<file path="src/design/atari_io_macros.svh">
/*
 * Shared constants for the ROM store and the mouse stick emulation.
 * Include wherever a ROM width, the pad byte or a mouse limit is needed.
 */
`ifndef ATARI_IO_MACROS_SVH
`define ATARI_IO_MACROS_SVH

// ==============================
// ROM geometry
// ==============================
// CPU side ROM address, covers 0x0000..0x7FFF of the ROM space
`define ROM_ADDR_W      15
// XL, OS-A and OS-B banks are 16 KB windows
`define OS_ADDR_W       14
// BASIC cartridge area is 8 KB
`define BASIC_ADDR_W    13
// Value returned from space with no image behind it
`define ROM_PAD_BYTE    8'hFF

// ==============================
// Mouse to stick limits
// ==============================
`define MOUSE_STEP_MAX  10
`define AXIS_MIN        (-128)
`define AXIS_MAX        127

`endif

</file>
<file path="src/design/input_pkg.sv">
/*
 * Types for the mouse packet and the analog stick axes.
 * The packet layout is the PS/2 style word of the host interface.
 */
`default_nettype none

package input_pkg;

	// Mouse packet, 25 bits, toggle strobe on top
	typedef struct packed {
		logic       stb;        // 24, toggles once per packet
		logic [6:0] dy;         // 23:17
		logic       rsv_16;
		logic [6:0] dx;         // 15:9
		logic       rsv_8;
		logic [1:0] ovf;        // 7:6 overflow flags
		logic       y_sign;     // 5
		logic       x_sign;     // 4
		logic [1:0] rsv_3_2;
		logic [1:0] buttons;    // 1:0
	} mouse_pkt_t;

	// Stick position, two's complement
	typedef logic signed [7:0] axis_t;

endpackage

`default_nettype wire

</file>
<file path="src/design/mouse_stick_emu.sv">
/*
 * Mouse to analog stick emulation.
 * Each mouse packet moves the stick by a clamped step, with optional
 * inversion per axis, saturated to the signed 8-bit range. A moving
 * real stick or a CPU halt hands control back and clears the position.
 */
`timescale 1ns/100ps
`default_nettype none
`include "atari_io_macros.svh"

module mouse_stick_emu (
	input  wire                     clk_sys,
	input  wire                     areset,
	input  wire input_pkg::mouse_pkt_t mouse_pkt_i,
	input  wire [15:0]              joya_i,
	input  wire                     invert_x_i,
	input  wire                     invert_y_i,
	input  wire                     cpu_halt_i,
	output input_pkg::axis_t        axis_x_o,
	output input_pkg::axis_t        axis_y_o,
	output logic                    mouse_active_o
);

	localparam logic signed [8:0] STEP_HI = `MOUSE_STEP_MAX;
	localparam logic signed [8:0] STEP_LO = -`MOUSE_STEP_MAX;
	localparam logic signed [9:0] AXIS_LO = `AXIS_MIN;
	localparam logic signed [9:0] AXIS_HI = `AXIS_MAX;

	input_pkg::mouse_pkt_t pkt_q;
	input_pkg::axis_t      pos_x;
	input_pkg::axis_t      pos_y;
	logic                  stb_q;
	logic                  clear;

	// One axis update: clamp the delta, apply it, saturate the sum
	function automatic input_pkg::axis_t axis_step(
		input input_pkg::axis_t pos,
		input logic             sign,
		input logic [6:0]       mag,
		input logic             invert
	);
		logic signed [8:0] delta;
		logic signed [8:0] step;
		logic signed [9:0] pos_w;
		logic signed [9:0] step_w;
		logic signed [9:0] sum;
		delta = {sign, sign, mag};
		if (delta > STEP_HI) begin
			step = STEP_HI;
		end else if (delta < STEP_LO) begin
			step = STEP_LO;
		end else begin
			step = delta;
		end
		pos_w  = pos;
		step_w = step;
		sum    = invert ? (pos_w - step_w) : (pos_w + step_w);
		if (sum > AXIS_HI) begin
			sum = AXIS_HI;
		end else if (sum < AXIS_LO) begin
			sum = AXIS_LO;
		end
		return input_pkg::axis_t'(sum[7:0]);
	endfunction

	assign clear = (|joya_i) || cpu_halt_i;

	// Packet sampled first, toggle checked against the copy behind it
	always_ff @(posedge clk_sys) begin
		pkt_q <= mouse_pkt_i;
		stb_q <= pkt_q.stb;
	end

	always_ff @(posedge clk_sys) begin
		if (areset || clear) begin
			mouse_active_o <= 1'b0;
			pos_x          <= '0;
			pos_y          <= '0;
		end else if (pkt_q.stb != stb_q) begin
			mouse_active_o <= 1'b1;
			pos_x <= axis_step(pos_x, pkt_q.x_sign, pkt_q.dx, invert_x_i);
			pos_y <= axis_step(pos_y, pkt_q.y_sign, pkt_q.dy, invert_y_i);
		end
	end

	// Real stick passes through while the mouse is idle
	assign axis_x_o = mouse_active_o ? pos_x : input_pkg::axis_t'(joya_i[7:0]);
	assign axis_y_o = mouse_active_o ? pos_y : input_pkg::axis_t'(joya_i[15:8]);

	a_step_bound : assert property (@(posedge clk_sys) disable iff (areset)
		(mouse_active_o && !clear) |=>
			((int'(pos_x) - int'($past(pos_x))) <= `MOUSE_STEP_MAX) &&
			((int'($past(pos_x)) - int'(pos_x)) <= `MOUSE_STEP_MAX) &&
			((int'(pos_y) - int'($past(pos_y))) <= `MOUSE_STEP_MAX) &&
			((int'($past(pos_y)) - int'(pos_y)) <= `MOUSE_STEP_MAX));

endmodule

`default_nettype wire

</file>
<file path="config.mk">
export PLATFORM = sky130hd
export DESIGN_NAME = mouse_stick_emu
export DESIGN_NICKNAME = d
export VERILOG_FILES = /design/src/design/input_pkg.sv /design/src/design/mouse_stick_emu.sv
export VERILOG_INCLUDE_DIRS = /design/src /design/src/design
export SDC_FILE = /design/constraint.sdc
export NUM_CORES = 1
export LEC_CHECK = 0
export ABC_AREA = 1
export ABC_CLOCK_PERIOD_IN_PS = 3950
export BUFFER_PORTS_ARGS = -buffer_cell sky130_fd_sc_hd__buf_2
export CAP_MARGIN = 20
export CORE_MARGIN = 1
export CORE_UTILIZATION = 49
export CTS_CLUSTER_DIAMETER = 40
export DETAILED_ROUTE_END_ITERATION = 8
export PLACE_DENSITY_LB_ADDON = 0.15
export RECOVER_POWER = 50
export SLEW_MARGIN = 20
export SYNTH_ARGS = -nofsm -noshare
export SYNTH_HDL_FRONTEND = slang
export SYNTH_SLANG_ARGS = --single-unit
</file>
<file path="constraint.sdc">
create_clock -name clk_sys -period 3.95 [get_ports clk_sys]
set_clock_uncertainty 0.05 [all_clocks]
set_input_delay 0.1975 -clock clk_sys [delete_from_list [all_inputs] [get_ports clk_sys]]
set_output_delay 0.1975 -clock clk_sys [all_outputs]
set_load 0.05 [all_outputs]
</file>
# Word-level counts from Yosys, hierarchy flattened
# Index checks and enable logic that the tools add are counted.
# totals
regBits	35
input_bits	46
out_inout_bits	17
word_cells	41
# classes
add_sub_neg	4
order_cmp	8
n_eq_ne	1
muxes	16
reduce_logical	3
# ops
operator	n
9-bit 2-to-1 mux	8
8-bit 2-to-1 mux	6
8-bit by 9-bit adder with 10-bit output	2
10-bit by 8-bit greater-than comparator with 1-bit output, second input constant	2
10-bit by 8-bit less-than comparator with 1-bit output, second input constant	2
10-bit 2-to-1 mux	2
8-bit by 9-bit subtractor with 10-bit output	2
8-bit by 5-bit greater-than comparator with 1-bit output, second input constant	2
8-bit by 5-bit less-than comparator with 1-bit output, second input constant	2
16-bit OR reduction	1
1-bit logical OR	2
1-bit inequality test	1

# Logic depth before layout (Yosys ltp)
# logic_depth
ltp_word	10
mapped_depth	28
mapped_depth_nobuf	28

# Worst setup path after synthesis
# OpenSTA, ideal clock, no wires.
# synth_path
path_type	reg2reg
start	register pkt_q[21] in the netlist's numbering
end	register pos_y[0]
setup_time_ps	122
arrival_ps	3549
t_required_ps	3778
slack_ps	230
stages_incl_launch_ff	24
path_buffers	0
synth_period_minus_slack_ps	3720
path_cell_list	dfxtp_1 nand3_1 or3_1 ha_1 nor3_1 inv_1 ha_1 inv_1 nor3_1 or2_2 xnor2_1 inv_1 ha_1 nand2_1 a21oi_1 a211oi_1 nand3_1 nand2_1 inv_1 or2_2 nand3_1 nand2_2 inv_4 a21oi_2
# synth_between
elab_chain_len	10
elab_cells_between_ends	13
classes_between	add/sub (2); order compare (4); mux (7)
# synth_lines
item	line_no	rtl
start: declaration	mouse_stick_emu.sv:29	input_pkg::mouse_pkt_t pkt_q;
start signal: assignment	mouse_stick_emu.sv:70	pkt_q <= mouse_pkt_i;
8-bit by 5-bit less-than comparator with 1-bit output	mouse_stick_emu.sv:50	end else if (delta < STEP_LO) begin
9-bit 2-to-1 mux	mouse_stick_emu.sv:50	
9-bit 2-to-1 mux (*)	mouse_stick_emu.sv:48	if (delta > STEP_HI) begin
9-bit 2-to-1 mux (*)	mouse_stick_emu.sv:79	end else if (pkt_q.stb != stb_q) begin
9-bit 2-to-1 mux (*)	mouse_stick_emu.sv:75	if (areset || clear) begin
8-bit by 9-bit adder with 10-bit output / 8-bit by 9-bit subtractor with 10-bit output (equally long branches)	mouse_stick_emu.sv:57	sum = invert ? (pos_w - step_w) : (pos_w + step_w);
10-bit 2-to-1 mux (*)	mouse_stick_emu.sv:57	
10-bit by 8-bit less-than comparator with 1-bit output	mouse_stick_emu.sv:60	end else if (sum < AXIS_LO) begin
8-bit 2-to-1 mux	mouse_stick_emu.sv:60	
8-bit 2-to-1 mux (*)	mouse_stick_emu.sv:58	if (sum > AXIS_HI) begin
end signal: assignment	mouse_stick_emu.sv:82	pos_y <= axis_step(pos_y, pkt_q.y_sign, pkt_q.dy, invert_y_i);
end: declaration	mouse_stick_emu.sv:31	input_pkg::axis_t pos_y;
# Every way passes the cells marked *; elsewhere a longest branch is shown, timed or not. The select of a mux whose other input is x is not followed.
# A chain may end at the register's enable or synchronous reset.

# Worst setup path in the final report
# layout_path
start	register pkt_q[21] in the netlist's numbering
end	register pos_y[1]
# The elaborated chain is that of the path after synthesis.

==> impl_metrics.env <==
export IMPL_outcome="finished clean"
export IMPL_io_pins=63
export IMPL_overflow=0
export IMPL_drc=0
export IMPL_leakage_nw=1.937
export IMPL_grtUsageTotal=0.2001
export IMPL_start_util=0.5053
export IMPL_worstPathCellList="nand3_1 -> or3_4 -> ha_4 -> nor3_4 -> inv_1 -> ha_4 -> inv_2 -> nor3_4 -> nand2_1 -> nand2_2 -> xor2_1 -> ha_1 -> inv_1 -> o311ai_0 -> xor2_1 -> or2_2 -> nand3_2 -> nand2_4 -> nor2_2 -> nor2_1"
export IMPL_syn2layout_area_growth_pct=32.46
export IMPL_slowest_delay_ns=0.42
export IMPL_final_util=0.6694
export IMPL_fillers=474
export IMPL_timing_final_crit_period_ns=3.745
export IMPL_final_setup_viol_count=0
export IMPL_clockRootBuffer="clkbuf_8"
export IMPL_dp_hpwl_um=4641
export IMPL_maxCapViolCount=0
export IMPL_p_sw_mw=0.3106
export IMPL_p_int_mw=0.6288
export IMPL_die_y_um=77.36
export IMPL_core_um2=5507
export IMPL_final_cells=592
export IMPL_viasPerCell=4.770
export IMPL_antenna_cells=0
export IMPL_gp_congestion=0.8151
export IMPL_syn_area_per_cell_um2=6.412
export IMPL_wl_per_cell_um=10.16
export IMPL_syn_area_um2=2783
export IMPL_syn_nets=504
export IMPL_power_density_nw_per_um2=254.8
export IMPL_fmax_ghz=0.2670
export IMPL_cp_start_kind="flop"
export IMPL_finalHoldViolations=0
export IMPL_first_pass_iters=4
export IMPL_total_power_mw=0.9394
export IMPL_die_area_um2=5985
export IMPL_vias=2824
export IMPL_drtIter0Drc=70
export IMPL_cts_buffers=5
export IMPL_syn_inst=434
export IMPL_period_share=0.9482
export IMPL_drt_total_wl_um=6012
export IMPL_seq_power_share=0.394
export IMPL_synth_area_leaders="dfxtp_1 (25%), nand2_1 (16%), ha_1 (9.9%)"
export IMPL_slew_headroom=0.5646
export IMPL_synth_seq_cells=35
export IMPL_hold_class="in2reg"
export IMPL_cts_tree="done"
export IMPL_yosys_area_top_type="dfxtp_1"
export IMPL_grt_first_pass_wirelength_um=9867
export IMPL_dp_cells=562
export IMPL_antenna_found_initial=0
export IMPL_drive_gt1_frac=0.2673
export IMPL_ys_seq_area_frac=0.2518
export IMPL_cts_buffer_depth=2
export IMPL_ys_warn_count=0
export IMPL_nets=590
export IMPL_postRouteAntennaNets=0
export IMPL_mostFrequentLayoutCell="nand2_1"
export IMPL_numPortBuffers=54
export IMPL_yosys_cell_types_count=32
export IMPL_crit_required_ns=4.07
export IMPL_die_width_um=77.36
export IMPL_mostFrequentLayoutCells="nand2_1 (108), inv_1 (68), buf_2 (49)"
export IMPL_insertion_delay_ns=0.27
export IMPL_path_clk_slew_ns=0.06
export IMPL_synth_top_area_share=0.2518
export IMPL_grt_pass1_vias=2450
export IMPL_cts_sinks=35
export IMPL_grt_max_degree=26
export IMPL_switching_share=0.3306
export IMPL_p_comb_frac=0.343
export IMPL_worstSetupEndpointType="flop"
export IMPL_worst_ep_arrival_time_ns=3.86
export IMPL_critical_path_class="reg2reg"
export IMPL_clkPwrFrac=0.263
export IMPL_worst_path_max_fanout=4
export IMPL_ir_drop_mv=0.2120
export IMPL_tightest_slew_ns=0.6522
export IMPL_critical_path_slowest_cell="o311ai_0"
export IMPL_slew_viol_final=0
export IMPL_cts_htree_levels=2
export IMPL_rows=27
[cell type report]
cell class                 count  area, um2  area share
clock inverter                 1      5.005    0.001358
multi-input combinational    315       1968      0.5339
timing repair buffer          83      524.3      0.1422
sequential                    35      710.7      0.1928
inverter                      80      305.3     0.08282
tap                           72      90.09     0.02444
clock buffer                   6      82.58     0.02240
[kinds of logic (layout without fill, tap and decap cells)]
logic type	Yosys count	after routing	synth area share
buf+inv	84	170	0.1142
xor+xnor	22	22	0.06924
simple gates	190	190	0.2923
fa+ha+maj	24	24	0.1133
flops	35	35	0.2518
compound gates	79	79	0.1592
[through the flow]
| step | instance area [um2] | hold WS [ns] | TNS [ns] | setup slack [ns] |
|---|---|---|---|---|
| global route | 3686 | 0.3083 | -0.6363 | -0.08860 |
| floorplan | 2783 | 0.1752 | 0 | 0.2297 |
| CTS | 3436 | 0.2635 | 0 | 0.0007758 |
| detailed placement | 3173 | 0.2511 | -0.3734 | -0.05743 |
| finish | 3686 | 0.2720 | 0 | 0.2045 |
| global placement | 3173 | 0.2494 | 0 | 0.01588 |
[power by group through the flow]
stage          combinational, mW  sequential, mW  clock [mW]
3_5_place_dp               0.269           0.377           0
2_1_floorplan              0.205           0.376           0
4_1_cts                    0.283           0.369       0.254
3_3_place_gp               0.264           0.377           0
5_1_grt                    0.360           0.371       0.268
6_report                   0.322           0.370       0.247
[state kept, by name (all words and copies together), names as in the netlist]
signal	flops
pkt_q	17
pos_x	8
pos_y	8
mouse_active_o	1
stb_q	1
[per-layer routing]
metal / wire length, um / GRT usage / vias to the layer above
met5: 0 / 0 / -
met1: 2902 / 0.2583 / 1208
met4: 44 / 0.05094 / 0
met3: 211 / 0.02941 / 4
met2: 2854 / 0.3469 / 60
li1: - / - / 1552
[cells in the mapped netlist]
master      n
a211oi_1    2
xnor2_1     4
ha_1       22
nor4_1      1
or2_4       2
a21oi_2     6
dfxtp_1    35
nand4_1     4
or2_2       4
or2_1       1
nand3_1    21
a31oi_1     1
o21a_1      1
nand2_2     5
nor2_2      1
o311ai_0    3
xor2_1     18
o21ai_1     2
nand2_1   118
inv_4       1
o21ai_0    31
nand2_4     2
fa_1        2
clkinv_1    1
inv_1      70
o31ai_1     2
nor2_1     25
a21oi_1    31
or3_1       1
nor3_1      5
clkbuf_1    4
inv_2       8
[path summary, 6_finish.rpt]
path         cells after the start             end  slack, ns       from
max                             20        pos_y[1]       0.20  pkt_q[21]
min                              4  mouse_active_o       0.27  joya_i[6]
max reg2reg                     20        pos_y[1]       0.20  pkt_q[21]
min reg2reg                      0           stb_q       0.30  pkt_q[24]
[critical path: cells and delay by family, from the launching register on]
kind / cells / cell delay (ns)
AOI/OAI and AO/OA: 1 / 0.42
xor gates and xnor gates: 2 / 0.29
adders and majority gates: 3 / 0.82
buffers and inverters: 3 / 0.24
DFF: 1 / 0.32
and+or+nand+nor: 11 / 1.50
[what timing repair did]
item / 4_1_cts / 5_1_grt
resized for setup: 1 / 53
setup buffers: 0 / 6
setup endpoints to repair: 7 / 16
pin swaps: 0 / 21
hold buffers: 17 / 0
endpoints found under the hold margin: 17 / 0
Power figures use the tool's default switching activity.
